===== config.mk =====
export PLATFORM = sky130hd
export DESIGN_NAME = fetchStage
export DESIGN_NICKNAME = d
export VERILOG_FILES = /design/src/verilog/rvCorePkg.sv /design/src/verilog/fetchStage.sv
export SDC_FILE = /design/constraint.sdc
export NUM_CORES = 1
export LEC_CHECK = 0
export ABC_CLOCK_PERIOD_IN_PS = 5750
export BUFFER_PORTS_ARGS = -buffer_cell sky130_fd_sc_hd__buf_2
export CAP_MARGIN = 20
export CELL_PAD_IN_SITES_DETAIL_PLACEMENT = 0
export CELL_PAD_IN_SITES_GLOBAL_PLACEMENT = 1
export CORE_MARGIN = 2
export CORE_UTILIZATION = 35
export DETAILED_ROUTE_END_ITERATION = 10
export GPL_ROUTABILITY_DRIVEN = 0
export PLACE_DENSITY = 0.81
export SLEW_MARGIN = 0
export SYNTH_ARGS = -nofsm -noshare
export SYNTH_HDL_FRONTEND = slang
export SYNTH_SLANG_ARGS = --single-unit

===== constraint.sdc =====
create_clock -name clk -period 5.75 [get_ports clk]
set_input_delay 0 -clock clk [delete_from_list [all_inputs] [get_ports clk]]
set_output_delay 0 -clock clk [all_outputs]
set_load 0.05 [all_outputs]

===== src/verilog/rvCorePkg.sv =====
package rvCorePkg;

    parameter int XLEN = 32;

    typedef enum logic [3:0] {
        ALU_ADD  = 4'b0000,
        ALU_SLL  = 4'b0001,
        ALU_SLT  = 4'b0010,
        ALU_SLTU = 4'b0011,
        ALU_XOR  = 4'b0100,
        ALU_SRL  = 4'b0101,
        ALU_OR   = 4'b0110,
        ALU_AND  = 4'b0111,
        ALU_SUB  = 4'b1000,
        ALU_SRA  = 4'b1101
    } aluOpE; // {funct7[5], funct3}

    typedef enum logic [1:0] {RES_ALU, RES_MEM, RES_PCPLUS4, RES_IMM} resultSrcE;

    typedef enum logic [2:0] {IMM_I, IMM_S, IMM_B, IMM_J, IMM_U} immSrcE;

    typedef enum logic [2:0] {
        MEM_WORD  = 3'b000,
        MEM_HALF  = 3'b001,
        MEM_BYTE  = 3'b010,
        MEM_HALFU = 3'b101,
        MEM_BYTEU = 3'b110
    } memWidthE; // bit 2 set for unsigned loads

    typedef struct packed {
        logic      regWrite;
        logic      memWrite;
        logic      pcSrc;
        logic      jalr;
        logic      aluSrc;
        resultSrcE resultSrc;
        immSrcE    immSrc;
        aluOpE     aluCtrl;
        memWidthE  dataWidth;
    } ctrlSignalsT;

    typedef struct packed {
        logic            valid;
        logic [XLEN-1:0] pc;
        logic [XLEN-1:0] instr;
    } fetchPacketT;

    typedef struct packed {
        logic            taken;
        logic [XLEN-1:0] target;
    } redirectT;

endpackage


===== src/verilog/fetchStage.sv =====
module fetchStage
    import rvCorePkg::*;
#(
    parameter logic [XLEN-1:0] RESET_PC = '0
)
(
    input  logic            clk,
    input  logic            rstN,
    output logic [XLEN-1:0] instrAddr,
    input  logic [XLEN-1:0] instr,
    input  redirectT        redirect,
    output fetchPacketT     fetchPacket
);

    logic [XLEN-1:0] pc;
    logic [XLEN-1:0] nextPc;

    assign instrAddr = pc;

    // a taken redirect wins over sequential fetch
    always_comb
    begin
        if (redirect.taken)
            nextPc = redirect.target;
        else
            nextPc = pc + 32'd4;
    end

    always_ff @(posedge clk)
    begin
        if (!rstN)
            pc <= RESET_PC;
        else
            pc <= nextPc;
    end

    // valid bit of the pipeline register, cleared on flush
    always_ff @(posedge clk)
    begin
        if (!rstN)
            fetchPacket.valid <= 1'b0;
        else
            fetchPacket.valid <= ~redirect.taken; // drop the word behind a redirect
    end

    always_ff @(posedge clk)
    begin
        fetchPacket.pc    <= pc;
        fetchPacket.instr <= instr;
    end

endmodule


==> load_flow_metrics.sql, run 1 <==
INSERT INTO impl_metrics (metric_group, metric, value, unit) VALUES
('clock_network', 'ctsRootBufferMaster', 'sky130_fd_sc_hd__clkbuf_8', ''),
('route', 'drt_first_pass_iters', '5', ''),
('finish', 'mostFrequentLayoutCell', 'sky130_fd_sc_hd__buf_2', ''),
('logic_synthesis', 'yosys_register_bits', '97', ''),
('sta', 'period_share', '38.9', '%'),
('logic_synthesis', 'synthesis.area', '3130', 'um2'),
('flow_run', 'timing.max_cap.violations', '0', ''),
('sta', 'timing.setup.tns', '0', 'ps'),
('route', 'wl', '8990', 'um'),
('setup_path', 'rr_startpoint', 'instrAddr[8]', ''),
('die', 'io-pin-count', '164', ''),
('global_routing', 'first_global_vias', '2925', ''),
('logic_synthesis', 'synth-edff-count', '0', ''),
('route', 'via_count', '2982', ''),
('logic_synthesis', 'synth_xor_area_share', '3.08', '%'),
('hold_path', 'hold_path.class', 'in -> reg', ''),
('finish', 'layout_common_cells', '163 x sky130_fd_sc_hd__buf_2, 97 x sky130_fd_sc_hd__dfxtp_1, 64 x sky130_fd_sc_hd__dlygate4sd3_1, 19 x sky130_fd_sc_hd__nand2_1, 19 x sky130_fd_sc_hd__o21ai_0', ''),
('logic_synthesis', 'post_synthesis_instance_total', '289', ''),
('logic_synthesis', 'synth-adder-area-share', '0.400', '%'),
('logic_synthesis', 'postSynthAreaPerCell', '10.8', 'um2'),
('clock_network', 'clk_pin_slew_worst_paths', '90', 'ps'),
('logic_synthesis', 'synth_seq_area_share', '62.0', '%'),
('clock_network', 'tritoncts', 'built', ''),
('die', 'chipWidth', '98.6', 'um'),
('global_routing', 'grt_max_degree', '43', ''),
('clock_network', 'cts.sink_count', '97', ''),
('clock_network', 'cts_hold_buffers', '64', ''),
('global_routing', 'grt.overflow.total', '0', ''),
('setup_path', 'timing.reg2reg.setup_slack', '3510', 'ps'),
('global_routing', 'groute.layer.met3.usage', '2.98', '%'),
('sta', 'tightest_slew', '593', 'ps'),
('pwr', 'leakage_power_of_the_design', '2.21', 'nW'),
('run_status', 'status', 'finished, final reports clean', ''),
('pwr', 'power_per_cell_area', '306', 'nW/um2'),
('sta', 'number_of_hold_violations_in_the_final_report', '0', ''),
('logic_synthesis', 'syn-num-nets', '357', ''),
('finish', 'instances_no_fill', '624', ''),
('hold_path', 'hold_end', 'fetchPacket[64]', ''),
('setup_path', 'arrival', '2530', 'ps'),
('finish', 'multiInputGateArea', '1100', 'um2'),
('setup_path', 'worst_r2r_path_depth', '4', ''),
('finish', 'nFillCells', '817', ''),
('setup_path', 'crit_reg_reg_endpoint', 'instrAddr[15]', ''),
('global_routing', 'grtUsageMet1', '23.2', '%'),
('clock_network', 'cts_repair_resize_count', '0', ''),
('sta', 'finalClockSkew', '5.26', 'ps'),
('die', 'initial_core_util', '36.1', '%'),
('finish', 'seqCellArea', '1940', 'um2'),
('sta', 'rsz_0062_raised_after_global_routing', 'no', ''),
('pwr', 'ir_drop', '0.115', 'mV'),
('die', 'coreArea', '8680', 'um2'),
('route', 'drt-initial-drc-count', '123', ''),
('clock_network', 'clock_latency', '360', 'ps'),
('setup_path', 'worstPathMaxFanout', '16', ''),
('setup_path', 'setup.worst_path.start_class', 'flip-flop', ''),
('route', 'detail-route-antenna-nets', '0', ''),
('die', 'die-area', '9720', 'um2'),
('hold_path', 'min_delay_path_depth', '2', ''),
('route', 'vias_cell', '4.78', ''),
('sta', 'period_minus_slack', '2240', 'ps'),
('place', 'portBuffers', '163', ''),
('sta', 'finalHoldWorstSlack', '152', 'ps'),
('route', 'drc_errors', '0', ''),
('finish', 'drive_gt1_share', '34.9', '%'),
('sta', 'clock.fmax', '447', 'MHz'),
('logic_synthesis', 'synthesized_area_fraction_occupied_by_ao_oa_aoi_and_oai_cells', '12.9', '%'),
('sta', 'finalSetupViolations', '0', ''),
('sta', 'timing.max_slew.rel_slack', '60.1', '%'),
('die', 'std_cell_rows', '34', ''),
('finish', 'insertedDiodeCount', '0', ''),
('sta', 'layout_setup_ws', '3510', 'ps');
==> routing by layer <==
metal	vias up	wire length (um)
met2	115	4330
li1	1495	-
met1	1360	4020
met4	0	163
met3	12	479
met5	-	0
==> synth_stat cells (2+ instances only) <==
| cell type | instances | area share, % |
|---|---|---|
| sky130_fd_sc_hd__dfxtp_1 | 97 | 62 |
| sky130_fd_sc_hd__nand2_1 | 19 | 2.3 |
| sky130_fd_sc_hd__o21ai_0 | 19 | 3.0 |
| sky130_fd_sc_hd__clkbuf_1 | 14 | 1.7 |
| sky130_fd_sc_hd__nor4_1 | 14 | 2.8 |
| sky130_fd_sc_hd__nand3_1 | 9 | 1.4 |
| sky130_fd_sc_hd__nor3_1 | 9 | 1.4 |
| sky130_fd_sc_hd__nand4_1 | 8 | 1.6 |
| sky130_fd_sc_hd__nor2_1 | 8 | 0.96 |
| sky130_fd_sc_hd__nor2b_1 | 7 | 1.4 |
| sky130_fd_sc_hd__xnor2_1 | 7 | 2.0 |
| sky130_fd_sc_hd__a21oi_1 | 6 | 0.96 |
| sky130_fd_sc_hd__a31oi_1 | 6 | 1.2 |
| sky130_fd_sc_hd__o211a_1 | 6 | 1.9 |
| sky130_fd_sc_hd__o31ai_1 | 6 | 1.4 |
| sky130_fd_sc_hd__nand2b_1 | 5 | 1.0 |
| sky130_fd_sc_hd__or4_1 | 5 | 1.2 |
| sky130_fd_sc_hd__inv_1 | 4 | 0.48 |
| sky130_fd_sc_hd__xor2_1 | 4 | 1.1 |
| sky130_fd_sc_hd__a211oi_1 | 3 | 0.72 |
| sky130_fd_sc_hd__and2_1 | 3 | 0.60 |
| sky130_fd_sc_hd__and3_1 | 3 | 0.60 |
| sky130_fd_sc_hd__and4_1 | 3 | 0.84 |
| sky130_fd_sc_hd__mux2i_1 | 3 | 0.96 |
| sky130_fd_sc_hd__o311a_1 | 3 | 0.96 |
| sky130_fd_sc_hd__o31a_1 | 3 | 0.84 |
| sky130_fd_sc_hd__nor3b_1 | 2 | 0.48 |
| sky130_fd_sc_hd__o41a_1 | 2 | 0.72 |
| sky130_fd_sc_hd__or3_1 | 2 | 0.40 |
==> worst max-delay path, stage by stage (launching register included) <==
cell	delay, ps
sky130_fd_sc_hd__dfxtp_1	420
sky130_fd_sc_hd__nand3_1	330
sky130_fd_sc_hd__or3_1	710
sky130_fd_sc_hd__or4_1	540
sky130_fd_sc_hd__a31oi_1	160
==> flip-flops by register name, indices dropped and copies added (netlist names) <==
signal       cells
fetchPacket     65
instrAddr       32
==> cell type report <==
| type | count | area share (%) |
|---|---|---|
| clock buffers | 11 | 2.90 |
| clock inverters | 4 | 1.10 |
| inverters | 4 | 0.308 |
| multi-input cells | 172 | 22.7 |
| flip-flops and latches | 97 | 39.8 |
| well taps | 108 | 2.77 |
| repair buffers | 228 | 30.4 |
==> power by group <==
part	total (mW)	internal [mW]	switching, mW	leakage, nW
clock	0.442	0.212	0.231	0.0916
sequential	0.748	0.715	0.0335	0.811
combinational	0.302	0.0954	0.206	1.31
total	1.49	1.02	0.471	2.21
==> worst max-delay path by stage <==
| stage | endpoint | cells after the start | from | slack (ps) |
|---|---|---|---|---|
| floorplan | instrAddr[26] | 6 | instrAddr[2] | 3340 |
| global placement | instrAddr[15] | 4 | instrAddr[7] | 3600 |
| detailed placement | instrAddr[15] | 4 | instrAddr[7] | 3530 |
| CTS | instrAddr[22] | 5 | instrAddr[2] | 3510 |
| global route | instrAddr[15] | 4 | instrAddr[8] | 3350 |
| finish | instrAddr[15] | 4 | instrAddr[8] | 3510 |
==> through the flow <==
step,cell area [um2],total power [mW]
global placement,4010,1.03
detailed placement,4010,1.03
finish,4880,1.49
CTS,4850,1.51
floorplan,3130,0.951
global route,4880,1.56
==> cell families after synthesis <==
kind of cell | after synthesis
AOI/OAI and AO/OA | 58
xor gates and xnor gates | 11
adders and majority gates | 1
buffers and inverters | 20
DFF | 97
muxes | 3
and+or+nand+nor | 99
Power figures use the tool's default switching activity.
==> run 2: changes to the inputs <==
--- a/config.mk
+++ b/config.mk
@@ -5,16 +5,17 @@
 export SDC_FILE = /design/constraint.sdc
 export NUM_CORES = 1
 export LEC_CHECK = 0
-export ABC_CLOCK_PERIOD_IN_PS = 5750
+export ABC_AREA = 1
+export ABC_CLOCK_PERIOD_IN_PS = 2000
 export BUFFER_PORTS_ARGS = -buffer_cell sky130_fd_sc_hd__buf_2
 export CAP_MARGIN = 20
 export CELL_PAD_IN_SITES_DETAIL_PLACEMENT = 0
 export CELL_PAD_IN_SITES_GLOBAL_PLACEMENT = 1
 export CORE_MARGIN = 2
-export CORE_UTILIZATION = 35
+export CORE_UTILIZATION = 28
 export DETAILED_ROUTE_END_ITERATION = 10
 export GPL_ROUTABILITY_DRIVEN = 0
-export PLACE_DENSITY = 0.81
+export PLACE_DENSITY = 0.71
 export SLEW_MARGIN = 0
 export SYNTH_ARGS = -nofsm -noshare
 export SYNTH_HDL_FRONTEND = slang
==> constraint.sdc (replaced) <==
create_clock -name clk -period 2 [get_ports clk]
set_input_delay 0 -clock clk [delete_from_list [all_inputs] [get_ports clk]]
set_output_delay 0 -clock clk [all_outputs]
set_load 0.05 [all_outputs]
==> load_flow_metrics.sql, run 2 <==
INSERT INTO impl_metrics (metric_group, metric, value, unit) VALUES
('global_routing', 'grt_antenna_before_repair', '0', ''),
('sta', 'rsz_0062_raised_after_global_routing', 'no', ''),
('logic_synthesis', 'syn-num-nets', '476', ''),
('logic_synthesis', 'post_synthesis_instance_total', '408', ''),
('route', 'wl', '9670', 'um'),
('flow_run', 'timing.max_cap.violations', '0', ''),
('clock_network', 'cts_repair_resize_count', '0', ''),
('setup_path', 'worstPathMaxFanout', '6', ''),
('global_routing', 'first_global_vias', '3149', ''),
('clock_network', 'numCtsBuffers', '9', ''),
('hold_path', 'hold_path.class', 'in -> reg', ''),
('logic_synthesis', 'synth-warning-count', '0', ''),
('clock_network', 'cts_max_path_buffers', '2', ''),
('logic_synthesis', 'synth.cells.most_frequent', '97 x sky130_fd_sc_hd__dfxtp_1, 86 x sky130_fd_sc_hd__nor2_1, 80 x sky130_fd_sc_hd__nand2_1, 43 x sky130_fd_sc_hd__inv_1, 28 x sky130_fd_sc_hd__nand3_1', ''),
('setup_path', 'critical_path.most_common_cell', 'sky130_fd_sc_hd__nor2_1', ''),
('route', 'route.detailed.wl_per_inst', '12.2', 'um'),
('logic_synthesis', 'synth_seq_area_share', '58.6', '%'),
('logic_synthesis', 'synthesis.area', '3310', 'um2'),
('die', 'chipWidth', '113', 'um'),
('setup_path', 'crit_cells', '8', ''),
('logic_synthesis', 'yosys_register_bits', '97', ''),
('sta', 'timing.setup.tns', '0', 'ps'),
('pwr', 'ir_drop', '0.707', 'mV'),
('clock_network', 'clock_latency', '350', 'ps'),
('setup_path', 'crit_start', 'instrAddr[2]', ''),
('die', 'io-pin-count', '164', ''),
('setup_path', 'worst_r2r_path_depth', '8', ''),
('die', 'initial_core_util', '28.9', '%'),
('sta', 'period_share', '77.7', '%'),
('finish', 'layout_common_cells', '163 x sky130_fd_sc_hd__buf_2, 97 x sky130_fd_sc_hd__dfxtp_1, 86 x sky130_fd_sc_hd__nor2_1, 80 x sky130_fd_sc_hd__nand2_1, 66 x sky130_fd_sc_hd__dlygate4sd3_1', ''),
('logic_synthesis', 'synth_top_area_share', '58.6', '%'),
('setup_path', 'timing.critical_path.to_type', 'flip-flop', ''),
('global_routing', 'grt_max_degree', '24', ''),
('place', 'hpwl', '6890', 'um'),
('finish', 'insertedDiodeCount', '0', ''),
('global_routing', 'total_routing_resource_utilization_after_global_routing', '15.1', '%'),
('logic_synthesis', 'async_reset_ff_share', '0', '%'),
('setup_path', 'worst_path_dominant_cell_family', 'simple AND/OR/NAND/NOR gates', ''),
('setup_path', 'worst_path_cell_chain', 'ha_1 -> nand2_1 -> nor2_2 -> nand2_1 -> nor2_1 -> a21oi_1 -> nor2_1 -> nor2_1', ''),
('setup_path', 'capture_point_of_the_worst_path', 'instrAddr[28]', ''),
('run_status', 'status', 'finished, final reports clean', ''),
('logic_synthesis', 'synth_cell_type_count', '25', ''),
('finish', 'largest_register', 'fetchPacket', ''),
('die', 'coreArea', '11500', 'um2'),
('pwr', 'leakage_power_of_the_design', '2.57', 'nW'),
('setup_path', 'setup.worst_path.start_class', 'flip-flop', ''),
('sta', 'number_of_hold_violations_in_the_final_report', '0', ''),
('sta', 'tightest_slew', '420', 'ps'),
('setup_path', 'arrival', '1790', 'ps'),
('sta', 'timing.max_slew.rel_slack', '72.0', '%'),
('setup_path', 'crit_reg_reg_endpoint', 'instrAddr[28]', ''),
('sta', 'finalSetupViolations', '0', ''),
('logic_synthesis', 'postSynthAreaPerCell', '8.12', 'um2'),
('clock_network', 'tritoncts', 'built', ''),
('setup_path', 'critical_path_buf_inv_count', '0', ''),
('logic_synthesis', 'synth-main-ff-cell', 'sky130_fd_sc_hd__dfxtp_1', ''),
('clock_network', 'cts.sink_count', '97', ''),
('setup_path', 'worstPathRequired', '2240', 'ps'),
('clock_network', 'cts_htree_levels', '3', ''),
('finish', 'nFillCells', '1140', ''),
('route', 'vias_cell', '4.12', ''),
('die', 'std_cell_rows', '39', ''),
('place', 'portBuffers', '163', ''),
('clock_network', 'ctsRootBufferMaster', 'sky130_fd_sc_hd__clkbuf_16', ''),
('route', 'via_count', '3261', ''),
('setup_path', 'timing_worst_setup_path_type', 'reg -> reg', ''),
('setup_path', 'worst_path_largest_cell_delay', '400', 'ps'),
('clock_network', 'clk_pin_slew_worst_paths', '70', 'ps'),
('sta', 'finalClockSkew', '8.48', 'ps'),
('logic_synthesis', 'yosys.cell_count.top_type', 'sky130_fd_sc_hd__dfxtp_1', ''),
('route', 'drt-initial-drc-count', '98', ''),
('route', 'detail-route-antenna-nets', '0', ''),
('logic_synthesis', 'yosys-top-cells-area', 'sky130_fd_sc_hd__dfxtp_1 59%, sky130_fd_sc_hd__nor2_1 9.7%, sky130_fd_sc_hd__nand2_1 9.1%', ''),
('pwr', 'power_per_cell_area', '910', 'nW/um2'),
('global_routing', 'wire_length_of_the_first_global_routing_pass', '15100', 'um'),
('sta', 'finalHoldWorstSlack', '26.4', 'ps'),
('die', 'die-area', '12700', 'um2'),
('route', 'drt_first_pass_iters', '5', ''),
('logic_synthesis', 'post-synth-top-area-cell', 'sky130_fd_sc_hd__dfxtp_1', ''),
('global_routing', 'grt.overflow.total', '0', ''),
('die', 'die-height', '113', 'um'),
('sta', 'period_minus_slack', '1550', 'ps'),
('finish', 'largest_reg_flops', '65', ''),
('finish', 'layout.nets', '711', ''),
('sta', 'timing.final.max_slew_violations', '0', ''),
('sta', 'clock.fmax', '643', 'MHz'),
('logic_synthesis', 'synth-edff-count', '0', ''),
('finish', 'mostFrequentLayoutCell', 'sky130_fd_sc_hd__buf_2', ''),
('finish', 'drive_gt1_share', '29.9', '%'),
('setup_path', 'timing.reg2reg.setup_slack', '450', 'ps'),
('setup_path', 'cell_type_of_the_slowest_stage_on_the_worst_timing_path', 'sky130_fd_sc_hd__dfxtp_1', ''),
('finish', 'areaGrowthSynthToFinish', '58.9', '%'),
('setup_path', 'rr_startpoint', 'instrAddr[2]', ''),
('route', 'drc_errors', '0', '');
[run 2: changes by cell type in the layout (fill, tap and decap cells not counted), moves of 10 or more]
cell	delta
sky130_fd_sc_hd__nor2_1	+78
sky130_fd_sc_hd__nand3_1	+19
sky130_fd_sc_hd__clkbuf_8	-10
sky130_fd_sc_hd__inv_1	+39
sky130_fd_sc_hd__nor4_1	-14
sky130_fd_sc_hd__nand2_1	+61
[run 2: kinds of logic after synthesis]
group	Yosys count	share of synthesized area, %
flops	97	58.6
simple gates	211	26.8
buf+inv	53	6.27
compound gates	38	5.81
fa+ha+maj	1	0.377
xor+xnor	8	2.11
[run 2: power by group]
part           leakage, nW  internal (mW)  switching (mW)  total (mW)
clock network        0.144          0.988           0.766        1.75
logic                 1.61          0.273           0.625       0.898
registers            0.811           2.06          0.0854        2.14
[run 2: area by class of cell]
type	count	area, um2	share of cell area (%)
Clock buffer	10	229	4.35
Clock inverter	6	72.6	1.38
Inverter	45	169	3.21
Multi-Input combinational cell	258	1160	22.1
Sequential cell	97	1940	36.9
Tap cell	143	179	3.40
Timing Repair Buffer	232	1510	28.7
[run 2: worst min-delay path by stage]
stage / from / endpoint / cells past startpoint
3_5_place_dp: instr[26] / fetchPacket[26] / 1
5_1_grt: rstN / instrAddr[31] / 3
6_report: rstN / instrAddr[1] / 3
4_1_cts: rstN / instrAddr[1] / 3
3_3_place_gp: instr[28] / fetchPacket[28] / 1
2_1_floorplan: instr[0] / fetchPacket[0] / 0
[run 2: timing repair]
action                    CTS  global route
buffers inserted            0             0
hold buffers               66             0
hold endpoints to repair   65             0
[run 2: layer usage]
layer	GRT usage, %	wire (um)
met3	4.28	705
met2	26.0	4510
met5	0	0
met1	17.3	4250
met4	6.75	200
[run 2: tightest hold or removal path, stage by stage]
cell,delay [ps]
sky130_fd_sc_hd__buf_2,180
sky130_fd_sc_hd__o21ai_0,100
sky130_fd_sc_hd__nor2_1,40
[run 2: stage by stage]
stage	utilization [%]	instance area (um2)	power, mW	cells	setup WS (ps)
after floorplan	-	3310	2.75	408	179
final	45.9	5270	4.80	791	445
after CTS	45.9	5270	4.87	791	441
after detailed placement	37.5	4310	2.99	709	453
after global routing	45.9	5270	5.00	791	216
after global placement	37.5	4310	2.99	709	495
==> run 3: changes to the inputs <==
--- a/config.mk
+++ b/config.mk
@@ -6,7 +6,7 @@
 export NUM_CORES = 1
 export LEC_CHECK = 0
 export ABC_AREA = 1
-export ABC_CLOCK_PERIOD_IN_PS = 2000
+export ABC_CLOCK_PERIOD_IN_PS = 1300
 export BUFFER_PORTS_ARGS = -buffer_cell sky130_fd_sc_hd__buf_2
 export CAP_MARGIN = 20
 export CELL_PAD_IN_SITES_DETAIL_PLACEMENT = 0
==> constraint.sdc (replaced) <==
create_clock -name clk -period 1.3 [get_ports clk]
set_input_delay 0 -clock clk [delete_from_list [all_inputs] [get_ports clk]]
set_output_delay 0 -clock clk [all_outputs]
set_load 0.05 [all_outputs]
==> load_flow_metrics.sql, run 3 (same netlist as run 2, synthesis figures left out) <==
INSERT INTO impl_metrics (metric_group, metric, value, unit) VALUES
('setup_path', 'timing.critical_path.to_type', 'flip-flop', ''),
('clock_network', 'tritoncts', 'built', ''),
('finish', 'mostFrequentLayoutCell', 'sky130_fd_sc_hd__buf_2', ''),
('route', 'drc_errors', '0', ''),
('die', 'coreArea', '11500', 'um2'),
('sta', 'timing.final.max_slew_violations', '0', ''),
('sta', 'clock.fmax', '723', 'MHz'),
('sta', 'finalHoldWorstSlack', '-5.17', 'ps'),
('setup_path', 'timing.reg2reg.setup_slack', '-80', 'ps'),
('pwr', 'ir_drop', '0.886', 'mV'),
('sta', 'period_share', '106', '%'),
('setup_path', 'worst_path_largest_cell_delay', '370', 'ps'),
('setup_path', 'worstPathRequired', '1530', 'ps'),
('pwr', 'leakage_power_of_the_design', '2.80', 'nW'),
('sta', 'number_of_hold_violations_in_the_final_report', '2', ''),
('clock_network', 'cts_htree_levels', '3', ''),
('place', 'portBuffers', '163', ''),
('finish', 'post-route-cell-area', '5780', 'um2'),
('sta', 'period_minus_slack', '1380', 'ps'),
('setup_path', 'timing_worst_setup_path_type', 'reg -> reg', ''),
('finish', 'layout.nets', '744', ''),
('global_routing', 'total_routing_resource_utilization_after_global_routing', '16.4', '%'),
('global_routing', 'grt_antenna_before_repair', '0', ''),
('clock_network', 'ctsRootBufferMaster', 'sky130_fd_sc_hd__clkbuf_16', ''),
('route', 'drt-initial-drc-count', '143', ''),
('setup_path', 'cell_type_of_the_slowest_stage_on_the_worst_timing_path', 'sky130_fd_sc_hd__dfxtp_4', ''),
('finish', 'drive_gt1_share', '43.7', '%'),
('clock_network', 'clock_latency', '340', 'ps'),
('route', 'detail-route-antenna-nets', '0', ''),
('global_routing', 'grt_max_degree', '55', ''),
('global_routing', 'wire_length_of_the_first_global_routing_pass', '16400', 'um'),
('setup_path', 'arrival', '1620', 'ps'),
('route', 'via_count', '3482', ''),
('finish', 'multiInputGateArea', '1350', 'um2'),
('pwr', 'power_per_cell_area', '1320', 'nW/um2'),
('finish', 'seqCellArea', '2020', 'um2'),
('sta', 'layout_setup_ws', '-83.6', 'ps'),
('die', 'chipWidth', '113', 'um'),
('sta', 'timing.max_slew.rel_slack', '81.8', '%'),
('place', 'place_area', '4580', 'um2'),
('sta', 'finalClockSkew', '8.41', 'ps'),
('flow_run', 'timing.max_cap.violations', '0', ''),
('run_status', 'violations_in_the_final_reports', 'negative hold slack, negative setup slack', ''),
('global_routing', 'first_global_vias', '3404', ''),
('finish', 'insertedDiodeCount', '0', ''),
('clock_network', 'cts.sink_count', '97', ''),
('die', 'io-pin-count', '164', ''),
('place', 'hpwl', '7260', 'um'),
('hold_path', 'min_delay_path_depth', '5', ''),
('finish', 'largest_register', 'fetchPacket', ''),
('sta', 'rsz_0062_raised_after_global_routing', 'yes', ''),
('setup_path', 'worst_path_cell_chain', 'ha_4 -> nand2_2 -> nor2_4 -> buf_4 -> nand2_4 -> nor2_4 -> a21oi_1 -> nor2_1 -> nor2_1', ''),
('clock_network', 'cts_max_path_buffers', '2', ''),
('run_status', 'status', 'complete, but fails checks', ''),
('finish', 'areaGrowthSynthToFinish', '74.3', '%'),
('hold_path', 'holdCritStartpoint', 'redirect[8]', ''),
('hold_path', 'hold_path.class', 'in -> reg', ''),
('global_routing', 'grt.overflow.total', '0', ''),
('finish', 'layout_common_cells', '163 x sky130_fd_sc_hd__buf_2, 68 x sky130_fd_sc_hd__dfxtp_1, 67 x sky130_fd_sc_hd__nand2_1, 66 x sky130_fd_sc_hd__nor2_1, 61 x sky130_fd_sc_hd__dlygate4sd3_1', ''),
('die', 'initial_core_util', '28.9', '%'),
('setup_path', 'crit_reg_reg_endpoint', 'instrAddr[28]', ''),
('die', 'die-height', '113', 'um'),
('finish', 'nFillCells', '1113', ''),
('sta', 'tightest_slew', '275', 'ps'),
('route', 'wl', '10400', 'um'),
('sta', 'finalSetupViolations', '9', ''),
('die', 'std_cell_rows', '39', ''),
('route', 'drt_first_pass_iters', '4', ''),
('finish', 'final_core_utilization', '50.4', '%'),
('route', 'vias_cell', '4.23', ''),
('finish', 'largest_reg_flops', '65', ''),
('hold_path', 'hold_end', 'instrAddr[8]', ''),
('setup_path', 'setup.worst_path.start_class', 'flip-flop', ''),
('setup_path', 'rr_startpoint', 'instrAddr[3]', ''),
('setup_path', 'worstPathMaxFanout', '4', ''),
('die', 'die-area', '12700', 'um2'),
('route', 'route.detailed.wl_per_inst', '12.7', 'um'),
('clock_network', 'clk_pin_slew_worst_paths', '70', 'ps'),
('clock_network', 'numCtsBuffers', '9', ''),
('setup_path', 'worst_r2r_path_depth', '9', '');
==> run 3: what timing repair did <==
action,in CTS,in global routing
setup endpoints to repair,15,23
pin swaps,7,20
hold buffers,61,0
buffers inserted,1,14
endpoints found under the hold margin,59,0
gates resized for setup,15,36
==> run 3: where the power goes <==
part,switching [mW],internal [mW]
Clock,1.08,1.73
Combinational,1.02,0.486
Sequential,0.120,3.17
==> run 3: critical path, delay by kind of cell, from the launching register on <==
kind,cells,cell delay (ps)
AO/OA/AOI/OAI,1,80
adder cells (fa/ha/maj),1,150
buffers and inverters,1,140
flip-flops,1,370
AND/OR/NAND/NOR,6,530
==> run 3: area by class of cell <==
type | count | share of cell area (%)
sequential | 97 | 35.0
timing repair buffer | 265 | 30.2
clock buffer | 12 | 4.27
multi-input combinational | 258 | 23.4
inverter | 45 | 2.92
clock inverter | 3 | 1.13
tap | 143 | 3.10
==> run 3: worst max-delay path by stage <==
| stage | startpoint | end | slack (ps) | cells past startpoint |
|---|---|---|---|---|
| 2_1_floorplan | instrAddr[3] | instrAddr[22] | -80 | 10 |
| 3_3_place_gp | instrAddr[3] | instrAddr[24] | -70 | 8 |
| 3_5_place_dp | instrAddr[3] | instrAddr[24] | -80 | 8 |
| 4_1_cts | instrAddr[3] | instrAddr[30] | -60 | 10 |
| 5_1_grt | instrAddr[6] | instrAddr[30] | -180 | 9 |
| 6_report | instrAddr[3] | instrAddr[28] | -80 | 9 |
==> run 3: metal layers <==
metal	wire length (um)	vias up	GRT usage [%]
li1	-	1791	-
met1	4560	1566	19.3
met2	5070	113	29.1
met4	180	0	6.67
met3	623	12	3.21
met5	0	-	0
==> run 3: metrics by stage <==
stage	instances	hold WS, ps	TNS (ps)	setup WS, ps	total power [mW]
final	823	-5.17	-317	-83.6	7.60
after global routing	823	32.5	-1990	-184	7.92
after CTS	809	1.25	-282	-63.0	7.65
after detailed placement	732	104	-343	-80.6	4.68
after global placement	732	102	-207	-67.7	4.67
after floorplan	408	27.7	-404	-82.6	4.24
